[config.mk]
export PLATFORM = sky130hd
export DESIGN_NAME = init_filler
export DESIGN_NICKNAME = d
export VERILOG_FILES = /design/src/common/scr_ram_pkg.sv /design/src/scr_ram/init_filler.sv
export VERILOG_INCLUDE_DIRS = /design/src /design/src/common
export SDC_FILE = /design/constraint.sdc
export NUM_CORES = 1
export LEC_CHECK = 0
export BUFFER_PORTS_ARGS = -buffer_cell sky130_fd_sc_hd__buf_2
export CAP_MARGIN = 20
export CORE_MARGIN = 2
export CORE_UTILIZATION = 30
export DETAILED_ROUTE_END_ITERATION = 7
export HOLD_SLACK_MARGIN = 0.03
export SLEW_MARGIN = 20
export SYNTH_ARGS = -nofsm -noshare
export SYNTH_HDL_FRONTEND = slang
export SYNTH_SLANG_ARGS = --single-unit
[constraint.sdc]
create_clock -name clk_i -period 1.7 [get_ports clk_i]
set_input_delay 0 -clock clk_i [delete_from_list [all_inputs] [get_ports clk_i]]
set_output_delay 0 -clock clk_i [all_outputs]
set_load 0.01 [all_outputs]
[src/common/scr_ram_defs.svh]
// Depth, width, round count and LFSR macros for the scrambled RAM
`ifndef SCR_RAM_DEFS_SVH
`define SCR_RAM_DEFS_SVH

////////////////////
// Memory geometry
////////////////////

// Number of words in the memory macro
`define SCR_DEPTH 256
// Word address width, log2 of the depth
`define SCR_ADDR_W 8
// Bus data width and its byte lanes
`define SCR_DATA_W 32
`define SCR_BYTES 4

////////////////////
// Cipher setup
////////////////////

// One PRINCE style block and its key
`define SCR_BLOCK_W 64
`define SCR_KEY_W 128
// Half rounds on each side of the halfway register
`define SCR_CIPHER_HALF_ROUNDS 2
// Substitution/permutation rounds inside each byte
`define SCR_DIFF_ROUNDS 2
// Substitution/permutation rounds on the row address
`define SCR_ADDR_ROUNDS 2

////////////////////
// Init LFSR
////////////////////

// Fibonacci LFSR, x^8 + x^6 + x^5 + x^4 + 1
`define SCR_LFSR_W 8
`define SCR_LFSR_TAPS 8'hB8

`endif

[src/common/scr_ram_pkg.sv]
// Scrambled RAM types, nonce union, S-box and bit interleave functions
`include "scr_ram_defs.svh"

package scr_ram_pkg;

  typedef logic [`SCR_ADDR_W-1:0]  addr_t;
  typedef logic [`SCR_DATA_W-1:0]  data_t;
  typedef logic [`SCR_BYTES-1:0]   be_t;
  typedef logic [`SCR_KEY_W-1:0]   key_t;
  typedef logic [`SCR_BLOCK_W-1:0] block_t;
  typedef logic [`SCR_LFSR_W-1:0]  lfsr_t;

  // Upper nonce bits key the address map, the rest seed the counter block
  typedef struct packed {
    logic [`SCR_ADDR_W-1:0]               addr_key;
    logic [`SCR_BLOCK_W-`SCR_ADDR_W-1:0] data_nonce;
  } nonce_s;

  typedef union packed {
    block_t raw;
    nonce_s fields;
  } nonce_u;

  // PRINCE S-box, entry 0 sits in the lowest nibble
  localparam logic [15:0][3:0] SBOX4     = 64'h4D5E087619CA23FB;
  localparam logic [15:0][3:0] SBOX4_INV = 64'h1CE5046A98DF237B;

  function automatic logic [3:0] sbox4(logic [3:0] d);
    return SBOX4[d];
  endfunction

  function automatic logic [3:0] sbox4_inv(logic [3:0] d);
    return SBOX4_INV[d];
  endfunction

  // Even bits gather in the lower half and odd bits in the upper half
  // Only the lowest w bits take part, w must be even
  function automatic block_t perm_bits(block_t d, int unsigned w);
    block_t o;
    o = '0;
    for (int unsigned i = 0; i < w / 2; i++) begin
      o[i]         = d[2*i];
      o[w/2 + i]   = d[2*i + 1];
    end
    return o;
  endfunction

  // Undo the interleave, lower half back to even and upper half to odd bits
  function automatic block_t perm_bits_inv(block_t d, int unsigned w);
    block_t o;
    o = '0;
    for (int unsigned i = 0; i < w / 2; i++) begin
      o[2*i]     = d[i];
      o[2*i + 1] = d[w/2 + i];
    end
    return o;
  endfunction

endpackage

[src/scr_ram/init_filler.sv]
// Init request edge detect, seed LFSR, fill address counter, acknowledge and bus mux
`include "scr_ram_defs.svh"

module init_filler (
  input  logic               clk_i,
  input  logic               rst_ni,
  input  logic               init_req_i,
  input  scr_ram_pkg::lfsr_t init_seed_i,
  input  scr_ram_pkg::addr_t addr_i,
  input  scr_ram_pkg::data_t wdata_i,
  input  scr_ram_pkg::be_t   be_i,
  output logic               init_ack_o,
  output logic               init_active_o,
  output scr_ram_pkg::addr_t addr_o,
  output scr_ram_pkg::data_t wdata_o,
  output scr_ram_pkg::be_t   be_o
);

  import scr_ram_pkg::*;

  logic  init_req_q;
  logic  load_seed;
  lfsr_t lfsr_q;
  lfsr_t lfsr_next;
  addr_t cnt_q;

  // A fresh request loads the seed one cycle before the first fill write
  assign load_seed = init_req_i & ~init_req_q;

  // Fill runs from the cycle after the edge while the request stays up
  assign init_active_o = init_req_i & init_req_q;

  // Last address of the fill
  assign init_ack_o = init_active_o & (cnt_q == addr_t'(`SCR_DEPTH - 1));

  // Shift left and feed back the parity of the tapped bits
  assign lfsr_next = {lfsr_q[`SCR_LFSR_W-2:0], ^(lfsr_q & lfsr_t'(`SCR_LFSR_TAPS))};

  always_ff @(posedge clk_i or negedge rst_ni) begin
    if (!rst_ni) begin
      init_req_q <= 1'b0;
      lfsr_q     <= '0;
      cnt_q      <= '0;
    end else begin
      init_req_q <= init_req_i;
      if (load_seed) begin
        lfsr_q <= init_seed_i;
      end else if (init_active_o) begin
        lfsr_q <= lfsr_next;
      end
      // Restart from row zero on every new request and after the last row
      if (load_seed || init_ack_o) begin
        cnt_q <= '0;
      end else if (init_active_o) begin
        cnt_q <= cnt_q + addr_t'(1);
      end
    end
  end

  // Fill words are the LFSR state copied into every byte lane
  assign addr_o  = init_active_o ? cnt_q : addr_i;
  assign wdata_o = init_active_o ? {`SCR_BYTES{lfsr_q}} : wdata_i;
  assign be_o    = init_active_o ? '1 : be_i;

endmodule

Word level (Yosys, flattened, before mapping)
Cells that the tools add are included.
Widths: inputs -> output; s select.
{ "classes": {"n_addsub": 1, "n_eq_ne": 1, "mux": 7, "bitwise_logic": 4, "n_reduce_logical": 4} }
{ "op_table": {"columns": ["cell", "count"], "rows": [
  ["$mux 8", 5],
  ["$mux 32", 1],
  ["$add 8x1->8 const B", 1],
  ["$eq 8x8->1 const B", 1],
  ["$reduce_xor 8->1", 1],
  ["$mux 4", 1],
  ["$reduce_bool 2->1", 2],
  ["$and 1x1->1", 3],
  ["$logic_or 1x1->1", 1],
  ["$not 1->1", 1]
]} }
{ "totals": {"ff_bits": 17, "in_bits": 55, "out_inout_bits": 46} }

Depth between registers and ports, before layout
Gate-level depths: netlist of the first run.
{ "depth": {"depth_word": 4, "ltp_mapped": 5, "depth_no_buf": 4} }

Least setup slack after synthesis of the first run
OpenSTA, ideal clock, no wires.
{ "synth_timing": {"path_type": "register -> register", "start": "register cnt_q[0]", "end": "register cnt_q[6]", "setup_ns": 0.069, "t_arrival_ns": 1.150, "slack_ns": 0.481, "stages_incl_launch_ff": 5, "period_less_slack_ns": 1.219, "path_cell_list": "dfrtp_1 ha_1 nand3_1 or4_1 nand3_1"} }
{ "synth_via": {"elab_chain_len": 4, "elab_cells_between_ends": 7, "classes_between": "add/sub (1); eq/ne (1); mux (2); bitwise (1); reduce/logical (2)"} }
{ "synth_lines": {"columns": ["item", "line_no", "source"], "rows": [
  ["start: declaration", "init_filler.sv:25", "addr_t cnt_q;"],
  ["start signal: assignment", "init_filler.sv:55", "cnt_q <= cnt_q + addr_t'(1);"],
  ["branches (longest 4 deep; another with $add 8x1->8)", null, null]
]} }
Parallel ways; which one is timed is not known. The select of a mux whose other input is x is not followed.
A chain may end at the register's enable or synchronous reset.

Worst setup path in the final report of the first run
{ "layout_timing": {"start": "register init_req_q", "end": "output addr_o[6]"} }
{ "layout_via": {"elab_chain_len": 2} }
{ "layout_lines": {"columns": ["item", "line_no", "source"], "rows": [
  ["start: declaration", "init_filler.sv:21", "logic init_req_q;"],
  ["start signal: assignment", "init_filler.sv:45", "init_req_q <= init_req_i;"],
  ["$and 1x1->1", "init_filler.sv:31", "assign init_active_o = init_req_i & init_req_q;"],
  ["$mux 8", "init_filler.sv:61", "assign addr_o = init_active_o ? cnt_q : addr_i;"],
  ["end: declaration", "init_filler.sv:14", "output scr_ram_pkg::addr_t addr_o,"]
]} }
No other way between the ends.

==> results of run 1 <==
-- stage by stage --
stage               instances   util  total power, mW  area [sq um]  hold slack [ns]
detailed placement        294  0.455             1.00          1860          -0.0491
finish                    300  0.471             1.29          1920           0.0468
global route              300  0.471             1.38          1920           0.0486
global placement          294  0.455            0.997          1860          -0.0526
CTS                       300  0.471             1.31          1920           0.0423
floorplan                 150      -            0.793          1300           -0.296
-- worst max-delay path, cell delays in order (launching register included) --
cell and delay (ns):
dfrtp_1 0.38, nand2_2 0.24, buf_12 0.23, mux2_2 0.34, buf_2 0.14
-- sequential cells by signal (all words and copies together), names as in the netlist --
name,cells
cnt_q,8
lfsr_q,8
init_req_q,1
-- power by group through the flow --
stage,Sequential (mW),Clock (mW),Combinational [mW]
floorplan,0.502,0,0.291
global placement,0.515,0,0.482
detailed placement,0.517,0,0.484
CTS,0.509,0.310,0.490
global route,0.519,0.328,0.536
finish,0.510,0.295,0.483
-- path summary, 6_finish.rpt --
check,start,slack [ns],cells past startpoint,end
setup / recovery,init_req_q$_DFF_PN0_,0.12,4,addr_o[6]
hold / removal,init_seed_i[3],0.05,3,lfsr_q[3]$_DFFE_PN0P_
setup reg to reg,cnt_q[1]$_DFFE_PN0P_,0.25,4,cnt_q[1]$_DFFE_PN0P_
hold reg to reg,lfsr_q[6]$_DFFE_PN0P_,0.55,2,lfsr_q[6]$_DFFE_PN0P_
max in group asynchronous,rst_ni,1.21,2,lfsr_q[4]$_DFFE_PN0P_
min in group asynchronous,rst_ni,0.20,2,cnt_q[5]$_DFFE_PN0P_
-- per-layer routing --
layer	share of wire	wire length, um	global-route usage
met1	0.43	1640	0.185
met2	0.53	2040	0.278
met3	0.035	136	0.0305
met4	0.0073	28	0.0449
met5	0	0	0
-- cell usage in the layout (no fill, tap or decap) --
| cell | count |
|---|---|
| a21o_1 | 32 |
| a21oi_1 | 7 |
| a22o_1 | 1 |
| a22oi_1 | 2 |
| and2b_2 | 1 |
| and3_1 | 7 |
| buf_12 | 1 |
| buf_2 | 100 |
| buf_4 | 4 |
| clkbuf_1 | 1 |
| clkbuf_8 | 3 |
| dfrtp_1 | 17 |
| dlygate4sd3_1 | 2 |
| ha_1 | 1 |
| inv_1 | 6 |
| mux2_2 | 5 |
| mux2i_1 | 8 |
| nand2_1 | 6 |
| nand2_2 | 1 |
| nand2b_1 | 5 |
| nand3_1 | 6 |
| nand4_1 | 1 |
| nand4_2 | 1 |
| nor2_1 | 8 |
| nor2b_1 | 1 |
| nor3_1 | 1 |
| o2111ai_1 | 2 |
| o211ai_1 | 1 |
| o21ai_0 | 8 |
| o221ai_1 | 1 |
| o22ai_1 | 2 |
| or2b_1 | 1 |
| or3_1 | 3 |
| or4_1 | 1 |
| xnor2_1 | 3 |
-- cells by family after synthesis --
family / count (synthesis) / synth area share
xor gates and xnor gates: 3 / 0.0202
DFF: 17 / 0.327
AOI/OAI and AO/OA: 56 / 0.296
adders and majority gates: 1 / 0.00962
and+or+nand+nor: 43 / 0.182
buffers and inverters: 17 / 0.0597
muxes: 13 / 0.105
-- cell type report --
| class | count | area, sq um |
|---|---|---|
| Tap cell | 50 | 62.6 |
| Inverter | 6 | 22.5 |
| Clock buffer | 4 | 45.0 |
| Fill cell | 428 | 2160 |
| Sequential cell | 17 | 425 |
| Multi-Input combinational cell | 116 | 797 |
| Timing Repair Buffer | 107 | 571 |
==> impl_metrics.csv, run 1 <==
group,metric,value,unit
timing,hold_viol,0,
placed_design,dp_slack,0.254,ns
routing,firstDrtPassIters,4,
pwr,clockPowerShare,0.229,
timing,fin_ws,0.124,ns
clock_tree,cts_root_buf,"clkbuf_8",
routing,drc_errors,0,
critical_path,path_max_fanout,35,
logic_synthesis,synth_nets,206,
logic_synthesis,synth_common_cells,"a21o_1 (32), dfrtp_1 (17), mux2i_1 (8), nor2_1 (8), o21ai_0 (8)",
placed_design,dp_hpwl,3.01,mm
timing,rsz0062_at_grt,"false",
logic_synthesis,yosysSeqAreaShare,0.327,
pwr,power_density,669,nW/um^2
pwr,intPower,0.869,mW
critical_path,arrival,1.58,ns
placed_design,globalplace.congestion,0.838,
min_path,holdCritPathClass,"in2reg",
final_layout,drive_above_1_share,0.464,
clock_tree,post_cts_buffers,0,
die,die_w,69.8,um
clock_tree,cts_made_buffers,3,
job,max-cap-violations,0,
status,status,"complete, no violations",
routing,drtIter0Drc,40,
clock_tree,h-tree-depth,1,
critical_path,cp_data_required_time,1.70,ns
clock_tree,cts_sinks,17,
logic_synthesis,yosysMostFrequentCell,"a21o_1",
clock_tree,clk-insertion-delay-late,0.25,ns
clock_tree,postCtsResizedCells,0,
pwr,p_switching,0.419,mW
logic_synthesis,postSynthAreaPerCell,8.67,sq um
logic_synthesis,ys_ff_latch,17,
critical_path,cp-start-kind,"register",
timing,slew_viol_final,0,
pwr,comb_power_share,0.375,
routing,antenna_left,0,
routing,wl_per_cell,12.8,um
pwr,switching_share,0.325,
die,core,4090,sq um
timing,timing.final.crit_share,0.927,
routing,routed_wl,3.84,mm
pwr,p_leak,1.17,nW
clock_tree,cts_buffer_depth,2,
final_layout,syn_to_final_growth,47.9,%
global_routing,track_usage,0.155,
final_layout,antennaDiodeCount,0,
timing,finalSetupViolCount,0,
logic_synthesis,synthArstFlopShare,1.00,
timing,worst_pin_slew,0.398,ns
clock_tree,clkTransAtPathRegs,0.06,ns
logic_synthesis,synthFlopType,"dfrtp_1",
global_routing,grt_pass1_vias,1362,
timing,fin_skew,0.00314,ns
placed_design,port_buffers,100,
timing,fin_crit,1.58,ns
die,start_util,0.318,
logic_synthesis,synth_top_area_share,0.327,
routing,vias_per_cell,4.71,
logic_synthesis,synth_cells,150,
logic_synthesis,synth_area,1300,sq um
clock_tree,cts_hold_buffers,2,
die,die_y,69.8,um
critical_path,cp-end-kind,"primary output",
clock_tree,cts_tree,"done",
die,io-pin-count,101,
final_layout,fin_nets,307,
logic_synthesis,yosysWarnings,0,
logic_synthesis,synthTopCellsByArea,"dfrtp_1 (33%), a21o_1 (18%), mux2i_1 (6.2%)",
die,die_area,4880,sq um
routing,vias,1413,
logic_synthesis,ys_types,32,
pwr,seq_power_share,0.396,
timing,fin_setup_tns,0,ns
global_routing,grt_overflow,0,
pwr,ir_worst_vdd,0.334,mV
critical_path,critical_path_class,"reg2out",
global_routing,antenna_found_initial,0,
logic_synthesis,synth_edf_count,0,
logic_synthesis,netlist.top_cell.by_area,"dfrtp_1",
global_routing,grt_pass1_wl,6.27,mm
timing,relSlewSlack,0.732,
die,std_cell_rows,23,
timing,fmax,635,MHz
global_routing,grt_max_degree,36,
(Power assumes the default switching activity.)
==> inputs of run 2 (changes only) <==
--- a/config.mk
+++ b/config.mk
@@ -6,6 +6,7 @@
 export SDC_FILE = /design/constraint.sdc
 export NUM_CORES = 1
 export LEC_CHECK = 0
+export ABC_AREA = 1
 export BUFFER_PORTS_ARGS = -buffer_cell sky130_fd_sc_hd__buf_2
 export CAP_MARGIN = 20
 export CORE_MARGIN = 2
==> run 2 against run 1 <==
Effect of this change: critical path depth is 3 higher; highest routed layer unchanged; via count is 12% higher; final cell count is 21% higher; critical endpoint is now wdata_o[14]; clock-buffer cell count stayed put; flip-flop and latch count stayed put; clock skew is 0.0010 ns lower.
==> impl_metrics.csv, run 2 <==
group,metric,value,unit
routing,firstDrtPassIters,4,
critical_path,critical_path_class,"in2out",
logic_synthesis,synthTopCellsByArea,"nand2_1 (35%), dfrtp_1 (33%), nand3_1 (5.5%)",
global_routing,grt_pass1_wl,6.58,mm
routing,wl_per_cell,11.0,um
logic_synthesis,synth_common_cells,"nand2_1 (121), dfrtp_1 (17), nand3_1 (14)",
final_layout,antennaDiodeCount,0,
routing,antenna_left,0,
global_routing,grt_pass1_vias,1464,
final_layout,fin_nets,371,
critical_path,cp-end-kind,"primary output",
logic_synthesis,netlist.top_cell.by_area,"nand2_1",
critical_path,cp_data_required_time,1.70,ns
critical_path,path_max_fanout,19,
logic_synthesis,ys_types,23,
final_layout,final_cell_mix,"nand2_1 (121), buf_2 (100), dfrtp_1 (17)",
placed_design,dp_slack,0.305,ns
timing,fin_ws,0.181,ns
final_layout,fin_util,0.478,
clock_tree,cts_buffer_depth,2,
final_layout,reg_top3,"cnt_q x8, lfsr_q x8, init_req_q x1",
final_layout,regArea,425,sq um
global_routing,grt_overflow,0,
routing,vias_per_cell,4.34,
clock_tree,clkTransAtPathRegs,0.07,ns
logic_synthesis,synth_nets,263,
die,io-pin-count,101,
pwr,power_density,619,nW/um^2
clock_tree,h-tree-depth,1,
timing,fmax,658,MHz
die,die_w,69.4,um
global_routing,antenna_found_initial,0,
final_layout,drive_above_1_share,0.357,
critical_path,slowest_delay,0.52,ns
clock_tree,cts_made_buffers,3,
die,std_cell_rows,23,
die,die_y,69.4,um
global_routing,grt_max_degree,41,
logic_synthesis,synth_cells,207,
clock_tree,cts_sinks,17,
final_layout,final_common_cell,"nand2_1",
timing,fin_setup_tns,0,ns
timing,fin_crit,1.52,ns
logic_synthesis,synthXorXnorAreaFrac,0.0273,
final_layout,multi_input_area,742,sq um
job,max-cap-violations,0,
pwr,power,1.20,mW
logic_synthesis,synth_area,1280,sq um
logic_synthesis,yosysWarnings,0,
clock_tree,cts_root_buf,"clkbuf_8",
global_routing,track_usage,0.166,
pwr,ir_worst_vdd,0.517,mV
routing,drtIter0Drc,38,
logic_synthesis,synthFlopType,"dfrtp_1",
logic_synthesis,synthAdderAreaFrac,0.00977,
timing,rsz0062_at_grt,"false",
die,core,4060,sq um
timing,fin_skew,0.00211,ns
timing,hold_viol,0,
status,status,"complete, no violations",
min_path,holdCritPathClass,"in2reg",
logic_synthesis,postSynthAreaPerCell,6.19,sq um
critical_path,arrival,1.52,ns
timing,relSlewSlack,0.739,
routing,drc_errors,0,
logic_synthesis,ys_ff_latch,17,
logic_synthesis,yosysMostFrequentCell,"nand2_1",
routing,routed_wl,4.02,mm
critical_path,crit_chain,"dlygate4sd3_1 -> buf_2 -> nand2_2 -> inv_4 -> nand2_1 -> nand2_1 -> buf_2",
timing,timing.final.crit_share,0.893,
routing,vias,1578,
placed_design,port_buffers,100,
critical_path,cp_slowest_cell,"dlygate4sd3_1",
pwr,p_leak,1.23,nW
logic_synthesis,synth_top_family_by_area,"simple AND/OR/NAND/NOR gates",
timing,slew_viol_final,0,
timing,finalSetupViolCount,0,
timing,worst_pin_slew,0.392,ns
placed_design,dp_hpwl,3.11,mm
timing,whs,0.118,ns
placed_design,globalplace.congestion,0.826,
die,die_area,4810,sq um
logic_synthesis,synth_edf_count,0,
final_layout,fill_cells,442,
logic_synthesis,synthSimpleGateAreaFrac,0.493,
logic_synthesis,synth_top_area_share,0.354,
critical_path,cp-start-kind,"input pin",
clock_tree,clk-insertion-delay-late,0.25,ns
logic_synthesis,synth_mux_area_frac,0,
logic_synthesis,synth_compound_area_frac,0.0488,
clock_tree,cts_tree,"done",
logic_synthesis,yosysSeqAreaShare,0.332,
logic_synthesis,synthArstFlopShare,1.00,
final_layout,syn_to_final_growth,51.5,%
die,start_util,0.316,
==> run 2: cell types whose count changed after synthesis, sizes merged, moves of 3 or more <==
cell / delta
or2: +4
a21oi: -3
a21o: -32
and3: -7
mux2: -5
inv: +6
mux2i: -8
nand2b: -5
or3: -3
nand3: +9
clkbuf: -4
nand2: +116
==> run 2: layout make-up <==
class | count | area share
clock buffer | 4 | 0.0232
inverter | 14 | 0.0284
multi-input combinational | 169 | 0.382
sequential | 17 | 0.219
tap | 50 | 0.0322
timing repair buffer | 110 | 0.315
==> run 2: path summary, 6_finish.rpt <==
path	start	cells past startpoint	to	slack, ns
max in group asynchronous	rst_ni	2	cnt_q[4]$_DFFE_PN0P_	1.21
max	init_req_i	7	wdata_o[14]	0.18
max reg2reg	cnt_q[1]$_DFFE_PN0P_	6	cnt_q[2]$_DFFE_PN0P_	0.40
min in group asynchronous	rst_ni	2	cnt_q[3]$_DFFE_PN0P_	0.20
min	init_seed_i[0]	4	lfsr_q[0]$_DFFE_PN0P_	0.12
min reg2reg	lfsr_q[6]$_DFFE_PN0P_	2	lfsr_q[6]$_DFFE_PN0P_	0.50
==> run 2: kinds of logic after synthesis <==
| group | after synthesis |
|---|---|
| AOI/OAI and AO/OA | 11 |
| and+or+nand+nor | 153 |
| buffers and inverters | 21 |
| DFF | 17 |
| xor gates and xnor gates | 4 |
| adders and majority gates | 1 |
==> run 2: through the flow <==
stage,instances,cell area [sq um]
floorplan,207,1280
global placement,351,1800
detailed placement,351,1800
CTS,364,1940
global route,364,1940
finish,364,1940
==> run 2: worst max-delay path, delay by kind of cell <==
family / cells / cell delay [ns]
buffers and inverters: 4 / 1.06
AND/OR/NAND/NOR: 3 / 0.45
==> run 2: routing by layer <==
layer	up-vias	global-route usage	wire length, um
met5	-	0	0
met4	0	0.0261	27
met3	2	0.0392	169
met2	36	0.302	2040
met1	692	0.201	1780
li1	848	-	-
==> run 2: what timing repair did <==
action / 4_1_cts / 5_1_grt
buffers inserted: 0 / 0
hold buffers: 9 / 0
hold endpoints to repair: 25 / 0
endpoints found under the setup margin: 0 / 29
gates resized for setup: 0 / 1
==> run 2: power breakdown <==
part | internal [mW] | switching, mW
registers | 0.442 | 0.0355
clock network | 0.166 | 0.135
logic | 0.197 | 0.225
==> inputs of run 3 (changes only) <==
==> constraint.sdc (replaced) <==
create_clock -name clk_i -period 1.9 [get_ports clk_i]
set_input_delay 0 -clock clk_i [delete_from_list [all_inputs] [get_ports clk_i]]
set_output_delay 0 -clock clk_i [all_outputs]
set_load 0.01 [all_outputs]
==> run 3 against run 2 <==
Effect of this change: core utilization decreased by 0.31 points; clock skew increased by 0.00097 ns; critical path depth decreased by 3; via count increased by 1.5%; total power decreased by 9.9%; critical path type is now reg2out; largest cell class unchanged; largest power group unchanged.
==> impl_metrics.csv, run 3 (synthesis gave the netlist of run 2 again) <==
group,metric,value,unit
clock_tree,cts_made_buffers,3,
timing,worst_pin_slew,0.405,ns
min_path,min-delay-start,"init_seed_i[0]",
critical_path,path_delay_family,"simple AND/OR/NAND/NOR gates",
critical_path,crit_start,"init_req_q$_DFF_PN0_",
critical_path,cp-end-kind,"primary output",
placed_design,dp_hpwl,3.16,mm
routing,drc_errors,0,
critical_path,cp-start-kind,"register",
pwr,p_leak,1.23,nW
final_layout,reg_top3,"cnt_q x8, lfsr_q x8, init_req_q x1",
global_routing,antenna_found_initial,0,
routing,antenna_left,0,
clock_tree,cts_root_buf,"clkbuf_8",
routing,wl_per_cell,11.4,um
critical_path,slowest_delay,0.45,ns
timing,relSlewSlack,0.730,
placed_design,port_buffers,100,
die,die_area,4810,sq um
timing,timing.final.crit_share,0.845,
routing,drtIter0Drc,53,
clock_tree,h-tree-depth,1,
timing,finalSetupViolCount,0,
routing,vias,1601,
timing,fin_setup_tns,0,ns
min_path,holdCritPathClass,"in2reg",
timing,fin_skew,0.00308,ns
clock_tree,clkTransAtPathRegs,0.07,ns
global_routing,grt_max_degree,41,
final_layout,antennaDiodeCount,0,
global_routing,busiest_layer,"met2",
final_layout,multi_input_area,742,sq um
clock_tree,clk-insertion-delay-late,0.25,ns
final_layout,drive_above_1_share,0.360,
global_routing,grt_pass1_vias,1451,
clock_tree,post_cts_buffers,0,
clock_tree,cts_buffer_depth,2,
critical_path,cp_data_required_time,1.90,ns
routing,routed_wl,4.15,mm
job,max-cap-violations,0,
timing,hold_viol,0,
final_layout,final_common_cell,"nand2_1",
status,status,"complete, no violations",
critical_path,path_buf_inv,2,
critical_path,reg2reg_from,"init_req_q$_DFF_PN0_",
final_layout,regArea,425,sq um
die,core,4060,sq um
critical_path,path_max_fanout,19,
global_routing,track_usage,0.165,
routing,vias_per_cell,4.40,
die,start_util,0.316,
final_layout,final_cell_mix,"nand2_1 (121), buf_2 (100), dfrtp_1 (17)",
global_routing,grtUsageMet2,0.300,
critical_path,crit_chain,"nand2_2 -> clkinv_2 -> or2_2 -> buf_2",
timing,fmax,623,MHz
global_routing,gr-usage-met1,0.200,
pwr,power_density,562,nW/um^2
timing,rsz0062_at_grt,"false",
final_layout,fin_nets,371,
die,die_y,69.4,um
timing,fin_crit,1.61,ns
die,die_w,69.4,um
critical_path,arrival,1.61,ns
clock_tree,cts_tree,"done",
die,io-pin-count,101,
timing,fin_ws,0.295,ns
clock_tree,postCtsResizedCells,0,
clock_tree,cts_sinks,17,
critical_path,cp_slowest_cell,"dfrtp_1",
final_layout,fill_cells,446,
timing,slew_viol_final,0,
pwr,ir_worst_vdd,0.261,mV
critical_path,critical_path_class,"reg2out",
global_routing,grt_pass1_wl,6.58,mm
clock_tree,cts_hold_buffers,9,
final_layout,syn_to_final_growth,50.5,%
placed_design,globalplace.congestion,0.795,
global_routing,grt_overflow,0,
routing,firstDrtPassIters,4,
global_routing,met3_usage,0.0189,
die,std_cell_rows,23,
placed_design,dp_slack,0.526,ns
==> run 3: power breakdown <==
part,leakage (nW),internal [mW],switching [mW]
clock network,0.0255,0.146,0.134
logic,0.981,0.173,0.203
registers,0.221,0.396,0.0321
total,1.23,0.715,0.368
==> run 3: final timing paths <==
kind,endpoint,slack (ns),cells after the start
setup / recovery,be_o[3],0.29,4
hold / removal,lfsr_q[0]$_DFFE_PN0P_,0.1,4
setup reg to reg,cnt_q[2]$_DFFE_PN0P_,0.53,5
hold reg to reg,lfsr_q[2]$_DFFE_PN0P_,0.51,2
max in group asynchronous,init_req_q$_DFF_PN0_,1.41,2
min in group asynchronous,cnt_q[7]$_DFFE_PN0P_,0.20,2
==> run 3: layout make-up <==
type                       instances  area share
multi-input combinational        169       0.385
clock buffer                       3      0.0214
tap                               50      0.0324
timing repair buffer             110       0.310
sequential                        17       0.221
inverter                          14      0.0279
clock inverter                     1     0.00260
==> run 3: worst reg2reg max path: cells and delay by family (launching register included) <==
family        cells  cell delay [ns]
flops             1             0.45
buf+inv           1             0.25
simple gates      4             0.60
==> run 3: metrics by stage <==
step | utilization | hold slack (ns) | power (mW) | std cells | area (sq um)
finish | 0.475 | 0.0972 | 1.08 | 364 | 1930
global route | 0.475 | 0.123 | 1.16 | 364 | 1930
CTS | 0.475 | 0.101 | 1.09 | 364 | 1930
detailed placement | 0.442 | -0.0437 | 0.799 | 351 | 1790
global placement | 0.442 | -0.0469 | 0.796 | 351 | 1790
floorplan | - | -0.296 | 0.637 | 207 | 1280
==> run 3: metal layers <==
| layer | vias to the layer above | part of all wire |
|---|---|---|
| met3 | 4 | 0.036 |
| met5 | - | 0 |
| met2 | 39 | 0.51 |
| met1 | 709 | 0.44 |
| li1 | 849 | - |
| met4 | 0 | 0.0096 |
